`src/include/dram_ctrl_config.svh`:
```
`ifndef DRAM_CTRL_CONFIG_SVH
`define DRAM_CTRL_CONFIG_SVH

// address field widths
// layout from low bits up: column, bank, bank group, row
`define DC_COL_W  8
`define DC_BANK_W 2
`define DC_BG_W   2
`define DC_ROW_W  8

// field offsets, each one follows the field below it
`define DC_COL_OFS  0
`define DC_BANK_OFS (`DC_COL_OFS + `DC_COL_W)
`define DC_BG_OFS   (`DC_BANK_OFS + `DC_BANK_W)
`define DC_ROW_OFS  (`DC_BG_OFS + `DC_BG_W)

`define DC_ADDR_W 20 // col + bank + bg + row

// request queue depth
`define DC_QUEUE_DEPTH 8

// dram timing in clk cycles
`define DC_T_RCD   4  // act to rd/wr, same bank
`define DC_T_RP    4  // pre to act, same bank
`define DC_T_RAS   10 // act to pre, same bank
`define DC_T_CCD_L 4  // column to column, same bank group
`define DC_T_CCD_S 2  // column to column, other bank group
`define DC_T_RRD_L 4  // act to act, same bank group
`define DC_T_RRD_S 2  // act to act, other bank group

// refresh
`define DC_T_REFI 400 // interval between REF commands
`define DC_T_RFC  20  // bus idle after a REF

`define DC_TIMER_W 5 // saturating bank and bus timers

`endif

```
`src/design/dram_ctrl_pkg.sv`:
```
`default_nettype none

`include "dram_ctrl_config.svh"

package dram_ctrl_pkg;

	// command bus opcodes
	typedef enum logic [2:0] {
		NOP = 3'd0, // idle bus
		ACT = 3'd1, // open a row
		PRE = 3'd2, // close the open row of one bank
		RD  = 3'd3,
		WR  = 3'd4,
		REF = 3'd5  // refresh, closes all rows
	} dram_cmd_t;

	// one request as it sits in the queue
	typedef struct packed {
		logic                  write; // 1 = write, 0 = read
		logic [`DC_ADDR_W-1:0] addr;  // {row, bg, bank, col}
	} mem_req_t;

	// bank select, bank group on top so it packs into a flat index
	typedef struct packed {
		logic [`DC_BG_W-1:0]   bg;
		logic [`DC_BANK_W-1:0] bank;
	} bank_addr_t;

	typedef logic [`DC_ROW_W-1:0] row_t;

endpackage

`default_nettype wire

```
`src/design/req_fifo.sv`:
```
`default_nettype none

`include "dram_ctrl_config.svh"

module req_fifo #(
	parameter type payload_t = dram_ctrl_pkg::mem_req_t,
	parameter int  DEPTH     = `DC_QUEUE_DEPTH
) (
	input  wire logic clk,
	input  wire logic rst_n,
	input  wire logic push,      // accepted only while not full
	input  payload_t  push_data,
	input  wire logic pop,       // head was consumed
	output logic      head_valid,
	output payload_t  head_req,
	output logic      full
);

	localparam int PTR_W = (DEPTH > 1) ? $clog2(DEPTH) : 1;
	localparam int CNT_W = $clog2(DEPTH + 1);

	payload_t   mem [DEPTH]; // circular storage
	logic [PTR_W-1:0] wr_ptr;
	logic [PTR_W-1:0] rd_ptr;
	logic [CNT_W-1:0] count;
	logic do_push;
	logic do_pop;

	assign do_push = push && !full;
	assign do_pop  = pop && head_valid; // never pop an empty queue

	assign head_valid = (count != '0);
	assign head_req   = mem[rd_ptr];
	assign full       = (count == CNT_W'(DEPTH));

	// storage, written at the tail
	always_ff @(posedge clk) begin
		if (do_push) mem[wr_ptr] <= push_data;
	end

	always_ff @(posedge clk or negedge rst_n) begin
		if (!rst_n) begin
			wr_ptr <= '0;
			rd_ptr <= '0;
			count  <= '0;
		end else begin
			if (do_push) // wrap at DEPTH, not at a power of two
				wr_ptr <= (wr_ptr == PTR_W'(DEPTH - 1)) ? '0 : wr_ptr + 1'b1;
			if (do_pop)
				rd_ptr <= (rd_ptr == PTR_W'(DEPTH - 1)) ? '0 : rd_ptr + 1'b1;
			case ({do_push, do_pop})
				2'b10:   count <= count + 1'b1;
				2'b01:   count <= count - 1'b1;
				default: count <= count; // both or neither
			endcase
		end
	end

endmodule

`default_nettype wire

```
`src/design/bank_scheduler.sv`:
```
`default_nettype none

`include "dram_ctrl_config.svh"

module bank_scheduler (
	input  wire logic                  clk,
	input  wire logic                  rst_n,
	input  wire logic                  head_valid,
	input  dram_ctrl_pkg::mem_req_t    head_req,
	output logic                       sched_req,  // next command is legal now
	output dram_ctrl_pkg::dram_cmd_t   sched_cmd,
	output logic [`DC_ADDR_W-1:0]      sched_addr,
	input  wire logic                  sched_grant,
	input  wire logic                  ref_grant,
	output logic                       pop         // head request is done
);

	localparam int IDX_W     = `DC_BG_W + `DC_BANK_W;
	localparam int NUM_BANKS = 1 << IDX_W;
	localparam int TW        = `DC_TIMER_W;

	// per bank state
	logic                    open_flag [NUM_BANKS];
	dram_ctrl_pkg::row_t     open_row  [NUM_BANKS];
	logic [TW-1:0]           rcd_cnt   [NUM_BANKS]; // act to column, counts down
	logic [TW-1:0]           rp_cnt    [NUM_BANKS]; // pre to act
	logic [TW-1:0]           ras_cnt   [NUM_BANKS]; // act to pre

	// bus wide history for ccd / rrd
	logic [`DC_BG_W-1:0] last_col_bg;
	logic [`DC_BG_W-1:0] last_act_bg;
	logic [TW-1:0]       col_since; // cycles since last column grant, saturates
	logic [TW-1:0]       act_since; // cycles since last act grant, saturates

	// head request decode
	dram_ctrl_pkg::bank_addr_t head_ba;
	dram_ctrl_pkg::row_t       head_row;
	logic [IDX_W-1:0]          head_idx;
	logic row_hit;
	logic ccd_ok;
	logic rrd_ok;
	logic cmd_ok;

	assign head_ba.bg   = head_req.addr[`DC_BG_OFS +: `DC_BG_W];
	assign head_ba.bank = head_req.addr[`DC_BANK_OFS +: `DC_BANK_W];
	assign head_row     = head_req.addr[`DC_ROW_OFS +: `DC_ROW_W];
	assign head_idx     = head_ba; // {bg, bank} flattened

	assign row_hit = open_flag[head_idx] && (open_row[head_idx] == head_row);

	// L value within the same bank group, S across groups
	assign ccd_ok = (last_col_bg == head_ba.bg) ? (col_since >= `DC_T_CCD_L)
	                                             : (col_since >= `DC_T_CCD_S);
	assign rrd_ok = (last_act_bg == head_ba.bg) ? (act_since >= `DC_T_RRD_L)
	                                             : (act_since >= `DC_T_RRD_S);

	// pick the next step for the head request
	always_comb begin
		sched_cmd = dram_ctrl_pkg::NOP;
		cmd_ok    = 1'b0;
		if (head_valid) begin
			if (row_hit) begin // only the column command left
				sched_cmd = head_req.write ? dram_ctrl_pkg::WR : dram_ctrl_pkg::RD;
				cmd_ok    = (rcd_cnt[head_idx] == '0) && ccd_ok;
			end else if (open_flag[head_idx]) begin // wrong row open, close it first
				sched_cmd = dram_ctrl_pkg::PRE;
				cmd_ok    = (ras_cnt[head_idx] == '0);
			end else begin // precharged bank
				sched_cmd = dram_ctrl_pkg::ACT;
				cmd_ok    = (rp_cnt[head_idx] == '0) && rrd_ok;
			end
		end
	end

	assign sched_req  = cmd_ok;
	assign sched_addr = head_req.addr; // full address on every bank command
	assign pop        = sched_grant &&
	                    (sched_cmd == dram_ctrl_pkg::RD || sched_cmd == dram_ctrl_pkg::WR);

	// control state: flags, timers, history
	always_ff @(posedge clk or negedge rst_n) begin
		if (!rst_n) begin
			for (int i = 0; i < NUM_BANKS; i++) begin
				open_flag[i] <= 1'b0;
				rcd_cnt[i]   <= '0;
				rp_cnt[i]    <= '0;
				ras_cnt[i]   <= '0;
			end
			last_col_bg <= '0;
			last_act_bg <= '0;
			col_since   <= '1; // start saturated, nothing issued yet
			act_since   <= '1;
		end else begin
			// free running timers
			for (int i = 0; i < NUM_BANKS; i++) begin
				if (rcd_cnt[i] != '0) rcd_cnt[i] <= rcd_cnt[i] - 1'b1;
				if (rp_cnt[i] != '0)  rp_cnt[i]  <= rp_cnt[i] - 1'b1;
				if (ras_cnt[i] != '0) ras_cnt[i] <= ras_cnt[i] - 1'b1;
				if (ref_grant) open_flag[i] <= 1'b0; // REF closes every row
			end
			if (col_since != '1) col_since <= col_since + 1'b1;
			if (act_since != '1) act_since <= act_since + 1'b1;

			// loads override the countdown above
			// timers hold t-1 so a zero means the gap is met next cycle
			if (sched_grant) begin
				case (sched_cmd)
					dram_ctrl_pkg::ACT: begin
						open_flag[head_idx] <= 1'b1;
						rcd_cnt[head_idx]   <= TW'(`DC_T_RCD - 1);
						ras_cnt[head_idx]   <= TW'(`DC_T_RAS - 1);
						act_since           <= TW'(1);
						last_act_bg         <= head_ba.bg;
					end
					dram_ctrl_pkg::PRE: begin
						open_flag[head_idx] <= 1'b0;
						rp_cnt[head_idx]    <= TW'(`DC_T_RP - 1);
					end
					dram_ctrl_pkg::RD, dram_ctrl_pkg::WR: begin
						col_since   <= TW'(1);
						last_col_bg <= head_ba.bg;
					end
					default: ; // NOP never granted
				endcase
			end
		end
	end

	// open row per bank, only meaningful while open_flag is set
	always_ff @(posedge clk) begin
		if (sched_grant && sched_cmd == dram_ctrl_pkg::ACT)
			open_row[head_idx] <= head_row;
	end

endmodule

`default_nettype wire

```
`src/design/refresh_timer.sv`:
```
`default_nettype none

`include "dram_ctrl_config.svh"

module refresh_timer (
	input  wire logic clk,
	input  wire logic rst_n,
	input  wire logic ref_grant, // REF taken onto the bus this cycle
	output logic      ref_req,
	output logic      ref_block  // bus held idle after a REF
);

	localparam int REFI_W = $clog2(`DC_T_REFI + 1);
	localparam int RFC_W  = $clog2(`DC_T_RFC + 1);

	logic [REFI_W-1:0] refi_cnt; // cycles until the next refresh is due
	logic [RFC_W-1:0]  rfc_cnt;  // remaining hold-off cycles

	assign ref_req   = (refi_cnt == '0);
	assign ref_block = (rfc_cnt != '0);

	always_ff @(posedge clk or negedge rst_n) begin
		if (!rst_n) begin
			refi_cnt <= REFI_W'(`DC_T_REFI); // first REF due T_REFI after reset
			rfc_cnt  <= '0;
		end else begin
			// reload on grant keeps REF spacing at exactly T_REFI
			// the grant edge already counts as the first cycle of the next interval
			if (ref_grant)
				refi_cnt <= REFI_W'(`DC_T_REFI - 1);
			else if (refi_cnt != '0)
				refi_cnt <= refi_cnt - 1'b1; // holds at zero until granted

			// block starts the cycle the REF shows on the bus
			if (ref_grant)
				rfc_cnt <= RFC_W'(`DC_T_RFC);
			else if (rfc_cnt != '0)
				rfc_cnt <= rfc_cnt - 1'b1;
		end
	end

endmodule

`default_nettype wire

```
`src/design/cmd_arbiter.sv`:
```
`default_nettype none

`include "dram_ctrl_config.svh"

module cmd_arbiter (
	input  wire logic                  clk,
	input  wire logic                  rst_n,
	input  wire logic                  ref_req,
	input  wire logic                  ref_block,
	input  wire logic                  sched_req,
	input  dram_ctrl_pkg::dram_cmd_t   sched_cmd,
	input  wire logic [`DC_ADDR_W-1:0] sched_addr,
	output logic                       ref_grant,
	output logic                       sched_grant,
	output logic                       cmd_valid,  // one cycle per command
	output dram_ctrl_pkg::dram_cmd_t   cmd,
	output logic [`DC_ADDR_W-1:0]      cmd_addr
);

	// fixed priority, refresh first, nothing during the tRFC hold-off
	assign ref_grant   = ref_req && !ref_block;
	assign sched_grant = sched_req && !ref_req && !ref_block;

	// command bus, one cycle behind the grant
	always_ff @(posedge clk or negedge rst_n) begin
		if (!rst_n) begin
			cmd_valid <= 1'b0;
			cmd       <= dram_ctrl_pkg::NOP;
		end else begin
			cmd_valid <= ref_grant || sched_grant;
			if (ref_grant)
				cmd <= dram_ctrl_pkg::REF;
			else if (sched_grant)
				cmd <= sched_cmd;
			else
				cmd <= dram_ctrl_pkg::NOP; // idle bus reads as NOP
		end
	end

	// address rides along with the command
	always_ff @(posedge clk) begin
		if (ref_grant)
			cmd_addr <= '0; // REF is all-bank, no address
		else if (sched_grant)
			cmd_addr <= sched_addr;
	end

endmodule

`default_nettype wire

```
`src/design/dram_ctrl_top.sv`:
```
`default_nettype none

`include "dram_ctrl_config.svh"

module dram_ctrl_top (
	input  wire logic                  clk,
	input  wire logic                  rst_n,
	input  wire logic                  req_valid,  // strobe, dropped while queue_full
	input  wire logic                  req_write,
	input  wire logic [`DC_ADDR_W-1:0] req_addr,
	output logic                       queue_full,
	output logic                       cmd_valid,
	output dram_ctrl_pkg::dram_cmd_t   cmd,
	output logic [`DC_ADDR_W-1:0]      cmd_addr
);

	dram_ctrl_pkg::mem_req_t  in_req;
	dram_ctrl_pkg::mem_req_t  head_req;
	dram_ctrl_pkg::dram_cmd_t sched_cmd;
	logic [`DC_ADDR_W-1:0]    sched_addr;
	logic head_valid;
	logic pop;
	logic sched_req;
	logic sched_grant;
	logic ref_req;
	logic ref_block;
	logic ref_grant;

	assign in_req.write = req_write;
	assign in_req.addr  = req_addr;

	// in-order request queue
	req_fifo #(
		.payload_t (dram_ctrl_pkg::mem_req_t),
		.DEPTH     (`DC_QUEUE_DEPTH)
	) u_req_fifo (
		.clk        (clk),
		.rst_n      (rst_n),
		.push       (req_valid),
		.push_data  (in_req),
		.pop        (pop),
		.head_valid (head_valid),
		.head_req   (head_req),
		.full       (queue_full)
	);

	bank_scheduler u_bank_scheduler (
		.clk         (clk),
		.rst_n       (rst_n),
		.head_valid  (head_valid),
		.head_req    (head_req),
		.sched_req   (sched_req),
		.sched_cmd   (sched_cmd),
		.sched_addr  (sched_addr),
		.sched_grant (sched_grant),
		.ref_grant   (ref_grant),
		.pop         (pop)
	);

	refresh_timer u_refresh_timer (
		.clk       (clk),
		.rst_n     (rst_n),
		.ref_grant (ref_grant),
		.ref_req   (ref_req),
		.ref_block (ref_block)
	);

	// scheduler and refresh share the one command bus
	cmd_arbiter u_cmd_arbiter (
		.clk         (clk),
		.rst_n       (rst_n),
		.ref_req     (ref_req),
		.ref_block   (ref_block),
		.sched_req   (sched_req),
		.sched_cmd   (sched_cmd),
		.sched_addr  (sched_addr),
		.ref_grant   (ref_grant),
		.sched_grant (sched_grant),
		.cmd_valid   (cmd_valid),
		.cmd         (cmd),
		.cmd_addr    (cmd_addr)
	);

endmodule

`default_nettype wire

```
`config.mk`:
```
export PLATFORM = sky130hd
export DESIGN_NAME = dram_ctrl_top
export DESIGN_NICKNAME = d
export VERILOG_FILES = /design/src/design/dram_ctrl_pkg.sv /design/src/design/req_fifo.sv /design/src/design/bank_scheduler.sv /design/src/design/refresh_timer.sv /design/src/design/cmd_arbiter.sv /design/src/design/dram_ctrl_top.sv
export VERILOG_INCLUDE_DIRS = /design/src /design/src/include
export SDC_FILE = /design/constraint.sdc
export NUM_CORES = 1
export LEC_CHECK = 0
export ABC_AREA = 1
export BUFFER_PORTS_ARGS = -buffer_cell sky130_fd_sc_hd__buf_2
export CAP_MARGIN = 10
export CORE_MARGIN = 5
export CORE_UTILIZATION = 30
export CTS_BUF_LIST = sky130_fd_sc_hd__clkbuf_16
export DETAILED_ROUTE_END_ITERATION = 10
export SKIP_LAST_GASP = 1
export SYNTH_ARGS = -nofsm -noshare
export SYNTH_HDL_FRONTEND = slang
export SYNTH_HIERARCHICAL = 1
export SYNTH_SLANG_ARGS = --single-unit
```
`constraint.sdc`:
```
create_clock -name clk -period 5.4 [get_ports clk]
set_input_delay 1.08 -clock clk [delete_from_list [all_inputs] [get_ports clk]]
set_output_delay 1.08 -clock clk [all_outputs]
set_load 0.005 [all_outputs]
```
# Word level (Yosys, flattened, before mapping)
# Memory sizes are Yosys's and may differ from the RTL's.
# Index checks and enable logic that the tools add are counted.
# word_totals
out_inout_bits	25
mem_bits_rw	296
word_cells	359
ff_bits	318
mem_count	2
# mem_list
name	depth	word_bits	read_ports	rd_ports_with_merged_regs	write_ports	line	rtl
u_req_fifo.mem	8	21	1	0	1	req_fifo.sv:22	payload_t mem [DEPTH];
u_bank_scheduler.open_row	16	8	1	0	1	bank_scheduler.sv:24	dram_ctrl_pkg::row_t open_row [NUM_BANKS];
# op_classes
muxes	116
order_cmp	6
n_eq_ne	14
bitwise	12
add_sub_neg	56
reduce_logical	77
# ops
op	n
80-bit 2-to-1 mux	6
5-bit 2-to-1 mux	63
5-bit nonzero test	49
5-bit by 1-bit subtractor with 5-bit output, second input constant	49
48-bit bitwise AND	3
48-bit NOT	2
32-bit bitwise OR	3
5-bit binary-select mux with 4-bit select	3
16-bit case mux with 2 select lines	1
1-bit 2-to-1 mux	28
3-bit 2-to-1 mux	7
5-bit demux with 4-bit select	1
9-bit 2-to-1 mux	2
16-bit bitwise AND	1
16-bit 2-to-1 mux	1
16-bit NOT	1
16-bit bitwise OR	1
5-bit zero test	3
1-bit logical AND	11
5-bit by 1-bit adder with 5-bit output, second input constant	2
5-bit by 2-bit greater-or-equal comparator with 1-bit output, second input constant	2
5-bit by 3-bit greater-or-equal comparator with 1-bit output, second input constant	2
5-bit != test, second input constant	2
3-bit == test, second input constant	3
other kinds (26)	35

# Longest topological paths before layout
# An unclocked memory read counts as a cell.
# depth
ltp_word	16
mapped_depth	42

# Modules after synthesis
# Netlist, hierarchy kept.
# modules_own_cells
module	area_each_um2	instances	cells_per_inst
bank_scheduler	19920.4	1	2389
req_fifo	7851.3	1	814
cmd_arbiter	1038.5	1	144
refresh_timer	797.0	1	107

# Worst setup path before layout
# OpenSTA, ideal clock, no wires.
# synth_timing
path_kind	register -> register
start	register u_req_fifo.rd_ptr[0]
end	register u_req_fifo.count[3]
setup_slack_ns	0.725
path_buffers	7
stages_incl_launch_ff	40
arrival_ns	4.558
setup_ns	0.117
required_ns	5.283
path_cell_list	dfrtp_1 -> buf_2 -> buf_6 -> buf_2 -> nand2_1 -> nand2_1 -> nand2_1 -> nand2_1 -> nand2_1 -> buf_4 -> buf_2 -> nand2_1 -> nand2_1 -> nand2_1 -> nand2_1 -> nand2_1 -> nand2_1 -> o21ai_0 -> (+4 left out) -> buf_4 -> o221ai_1 -> inv_1 -> nor2_1 -> nand3_2 -> buf_6 -> inv_2 -> inv_1 -> nor2_1 -> nand2_1 -> inv_1 -> ha_1 -> ha_1 -> or2_2 -> nand2_1 -> nand2_1 -> nand3_1 -> nand2_1
# synth_lines
element	line	rtl
start: declaration	req_fifo.sv:24	logic [PTR_W-1:0] rd_ptr;
start signal: assignment	req_fifo.sv:50	rd_ptr <= (rd_ptr == PTR_W'(DEPTH - 1)) ? '0 : rd_ptr + 1'b1;
end signal: assignment	req_fifo.sv:52	2'b10: count <= count + 1'b1;
end signal: assignment	req_fifo.sv:53	2'b01: count <= count - 1'b1;
end signal: assignment	req_fifo.sv:54	default: count <= count;
end: declaration	req_fifo.sv:25	logic [CNT_W-1:0] count;

==> results.md <==
### Pwr
- **largest vdd supply drop** 0.0002998 V
- **power per unit of standard cell area** 521.5 nW/um2
- **power share of the sequential group** 39.4%
- **Net Sw Power** 6532 uW
- **Combinational Power Share** 34.5%
- **cell internal power dissipation** 11,030 uW
- **total leakage power** 0.01655 uW
- **switching share of power** 37.19%
- **clock power share** 26.0%

### Timing
- **Worst Clk Skew** 0.03345 ns
- **Hold Fails Final Rpt** 0
- **crit path time final** 4.932 ns
- **# setup viols final** 0
- **Slew @ Worst Pin** 0.9505 ns
- **Fmax** 202.8 MHz
- **max-slew violation total from the final report** 0
- **Slew Limit Headroom** 36.63%
- **setup TNS** 0 ns
- **final worst-path cycle share** 91.33%
- **setup repair after global routing missed its margin** no

### Min path
- **Worst Hold Class** flop to flop
- **hold path startpoint** u_refresh_timer/rfc_cnt[4]

### Routing
- **detailed router's first-iteration violation count** 1,476
- **vias per cell** 4.411
- **DR DRC count** 0
- **post-detailed-routing wire length** 67,260 um
- **length of the first detailed-routing pass in iterations** 7
- **Wirelength per Cell** 13.79 um
- **Post-DRT Antenna Nets** 0
- **total via count in the routed design** 21.52k

### Outcome
- **run status** completed

### Placement
- **Port Buf Inserts** 48
- **number of placed cells counting well taps** 4,740
- **GPL Wtd Cong** 0.8408
- **detailed placement HPWL** 44,490 um

### Logic synthesis
- **most area-hungry cell type in the Yosys netlist** edfxtp_1
- **EDFF count, synth** 296
- **Post-Syn Nets** 3,540
- **count of warnings emitted by yosys** 6
- **syn_area_per_cell** 8.572 um2
- **largest cells by area after synthesis** edfxtp_1 (30%), dfrtp_1 (24%), nand2_1 (14%), inv_1 (6.6%), nor2_1 (5.4%)
- **number of storage elements in the synthesis netlist** 614
- **unique cell type count in the Yosys netlist** 43
- **count of mapped cells out of synthesis** 3,454
- **Primary FF master, synth** edfxtp_1
- **Post-Syn Area** 29,610 um2
- **sequential cell area fraction in the yosys report** 56.62%
- **fraction of synthesized cell area taken by the top area cell type** 30.02%
- **FFs w/ async S/R, synth** 48.53%

### Final layout
- **fraction of final layout cells with drive strength greater than 1** 8.969%
- **Layout Nets** 3,618
- **Filler cells** 10.07k
- **final non-filler cell total** 4,878
- **relative area change from synthesis to final layout** 13.76%

### Setup path
- **maximum fanout along the worst path** 19
- **type of destination of the critical path** flop
- **reg-to-reg critical path startpoint** u_req_fifo/rd_ptr[0]
- **Worst Path Required** 5.90 ns
- **most frequent cell on the critical path** nand2_1
- **Crit path largest cell delay** 0.57 ns
- **library cell contributing the largest single delay on the critical path** dfrtp_4
- **Worst Path Class, Setup** flop to flop
- **launch point of the worst path** u_req_fifo/rd_ptr[0]
- **Worst EP arrival** 5.43 ns
- **Worst Setup Start Kind** flop

### Floorplanning
- **Die X** 324.2 um
- **number of top-level pins** 49
- **floorplan row count** 115
- **starting density of the core** 30.17%
- **Die Ht** 324.2 um
- **core area** 98,130 um2
- **Die Area** 105,100 um2

### Clock tree
- **number of levels in the clock H-tree** 3
- **clock latency of the later-clocked register in the worst-skew pair** 0.63 ns
- **CTS root buf** clkbuf_16
- **Clock Tree Buf Depth** 3
- **clock tree from TritonCTS** yes
- **total clock sinks** 614
- **CTS Buf Count** 71
- **clock transition at the register clock pins on the worst setup and hold paths after CTS** 0.06 ns

### GRT
- **total gr overflow** 0
- **overall fraction of global-route tracks in use** 12.80%
- **wire length of the first global-routing pass** 108,000 um
- **pin count of the biggest net entering global routing** 118
- **number of global-route vias before repair** 20.27k
- **initial antenna violation count** 5

### Flow run
- **number of violations of the max-capacitance limit** 0

routing by layer:
metal	up-vias	part of all wire (%)	global-route usage, %
met4	6	2.7	3.891
met5	-	0.039	0
met1	10044	46	17.08
met2	413	46	21.17
li1	10930	-	-
met3	122	5.4	2.533
cell usage after synthesis, types with 3 or more instances:
cell type	number
buf_4	43
nand4_1	23
nor2_2	17
inv_1	520
o21ai_1	4
nand3_2	12
nand4_2	12
nor3_1	41
ha_1	61
o21ai_0	110
or2_2	18
edfxtp_1	296
nand2_2	5
dfstp_2	13
clkbuf_1	14
o211ai_1	21
nand3b_1	11
buf_1	3
o21bai_1	3
a21oi_1	49
nand2_1	1115
nor3b_1	5
buf_6	11
nand3_1	185
dfxtp_1	20
xnor2_1	27
dfrtp_1	285
nor2_1	425
buf_2	44
o31ai_1	12
xor2_1	24
inv_2	11
kinds of logic (layout without fill, tap and decap cells):
group | count (synthesis) | after routing | synth area share [%]
AND/OR/NAND/NOR | 1876 | 1876 | 26.21
buffers and inverters | 646 | 782 | 9.200
flip-flops | 614 | 614 | 56.62
AO/OA/AOI/OAI | 205 | 205 | 3.820
adder cells (fa/ha/maj) | 62 | 62 | 2.645
XOR/XNOR | 51 | 51 | 1.509
other | 0 | 1 | 0
power groups by stage:
| stage | logic [uW] | clock network, uW | registers [uW] |
|---|---|---|---|
| after detailed placement | 6050 | 0 | 6990 |
| final | 6060 | 4570 | 6930 |
| after global routing | 7050 | 4890 | 7070 |
| after CTS | 6080 | 4710 | 6930 |
| after global placement | 5910 | 0 | 6990 |
| after floorplan | 4650 | 0 | 6860 |
layout by cell type, fill, tap and decap left out, types with 4 or more instances in the layout:
| cell type | synthesis | routed |
|---|---|---|
| dfxtp_1 | 20 | 20 |
| buf_6 | 11 | 4 |
| clkinv_2 | 0 | 9 |
| xor2_1 | 24 | 24 |
| edfxtp_1 | 296 | 296 |
| nor3_2 | 0 | 8 |
| dfstp_2 | 13 | 13 |
| inv_1 | 520 | 539 |
| inv_2 | 11 | 9 |
| ha_1 | 61 | 61 |
| clkinv_16 | 0 | 6 |
| nand2_1 | 1115 | 1111 |
| nand3_2 | 12 | 12 |
| nor3_1 | 41 | 33 |
| buf_2 | 44 | 47 |
| buf_4 | 43 | 64 |
| clkbuf_16 | 0 | 72 |
| clkinvlp_4 | 0 | 5 |
| o211ai_1 | 21 | 21 |
| o31ai_1 | 12 | 12 |
| nand2_2 | 5 | 8 |
| nand3_1 | 185 | 185 |
| o21ai_1 | 4 | 4 |
| nor2_1 | 425 | 424 |
| nor2_2 | 17 | 18 |
| nand4_1 | 23 | 23 |
| or2_2 | 18 | 18 |
| nand3b_1 | 11 | 11 |
| nand4_2 | 12 | 12 |
| xnor2_1 | 27 | 27 |
| nor3b_1 | 5 | 5 |
| clkinv_1 | 0 | 16 |
| o21ai_0 | 110 | 110 |
| dfrtp_1 | 285 | 284 |
| a21oi_1 | 49 | 49 |
state kept, by name, summed over array words and instances (netlist names), 2 cells and up:
register,flops
u_cmd_arbiter/cmd,3
u_cmd_arbiter/cmd_addr,20
u_req_fifo/wr_ptr,3
u_bank_scheduler/rcd_cnt,80
u_req_fifo/count,4
u_bank_scheduler/col_since,5
u_bank_scheduler/open_flag,16
u_bank_scheduler/last_col_bg,2
u_req_fifo/rd_ptr,3
u_bank_scheduler/open_row,128
u_bank_scheduler/ras_cnt,80
u_bank_scheduler/act_since,5
u_req_fifo/mem,168
u_refresh_timer/refi_cnt,9
u_bank_scheduler/last_act_bg,2
u_bank_scheduler/rp_cnt,80
u_refresh_timer/rfc_cnt,5
critical path, delay by kind of cell (launching register included):
family,cells,cell delay [ns]
flip-flops,1,0.57
AND/OR/NAND/NOR,25,2.60
AO/OA/AOI/OAI,1,0.10
adder cells (fa/ha/maj),2,0.52
buffers and inverters,6,1.01
layout make-up:
class | count | area, um2 | area share, %
Tap cell | 1287 | 1610 | 4.781
Antenna cell | 1 | 2.502 | 0.007430
Timing Repair Buffer | 119 | 830.8 | 2.467
Clock buffer | 72 | 1802 | 5.349
Timing Repair inverter | 1 | 7.507 | 0.02229
Clock inverter | 59 | 480.5 | 1.427
Multi-Input combinational cell | 2194 | 10180 | 30.22
Sequential cell | 614 | 16770 | 49.78
Inverter | 531 | 2003 | 5.947
metrics by stage:
step	hold WS [ns]	utilization, %	power [uW]	area (um2)	setup slack (ns)
6_report	0.4653	34.32	17560	33680	0.4683
5_1_grt	0.5085	34.32	19010	33680	0.005735
4_1_cts	0.4703	34.23	17730	33590	0.1731
3_5_place_dp	0.4566	31.90	13050	31300	0.1681
3_3_place_gp	0.4491	31.90	12900	31300	0.2653
2_1_floorplan	0.4336	-	11510	29610	0.7249
repair_timing:
item / CTS / global route
hold buffers: 0 / 0
buffers inserted: 0 / 5
resized for setup: 0 / 17
setup endpoints to repair: 0 / 49
path summary, 6_finish.rpt:
check / to / slack [ns] / depth (start not counted)
hold / removal: u_refresh_timer/rfc_cnt[4] / 0.47 / 2
setup reg to reg: u_req_fifo/count[3] / 0.47 / 34
max in group asynchronous: u_bank_scheduler/act_since[0] / 3.70 / 2
setup / recovery: u_req_fifo/count[3] / 0.47 / 34
hold reg to reg: u_refresh_timer/rfc_cnt[4] / 0.47 / 2
min in group asynchronous: u_refresh_timer/refi_cnt[1] / 0.53 / 1
No activity file was read; power rests on OpenSTA's default activity.
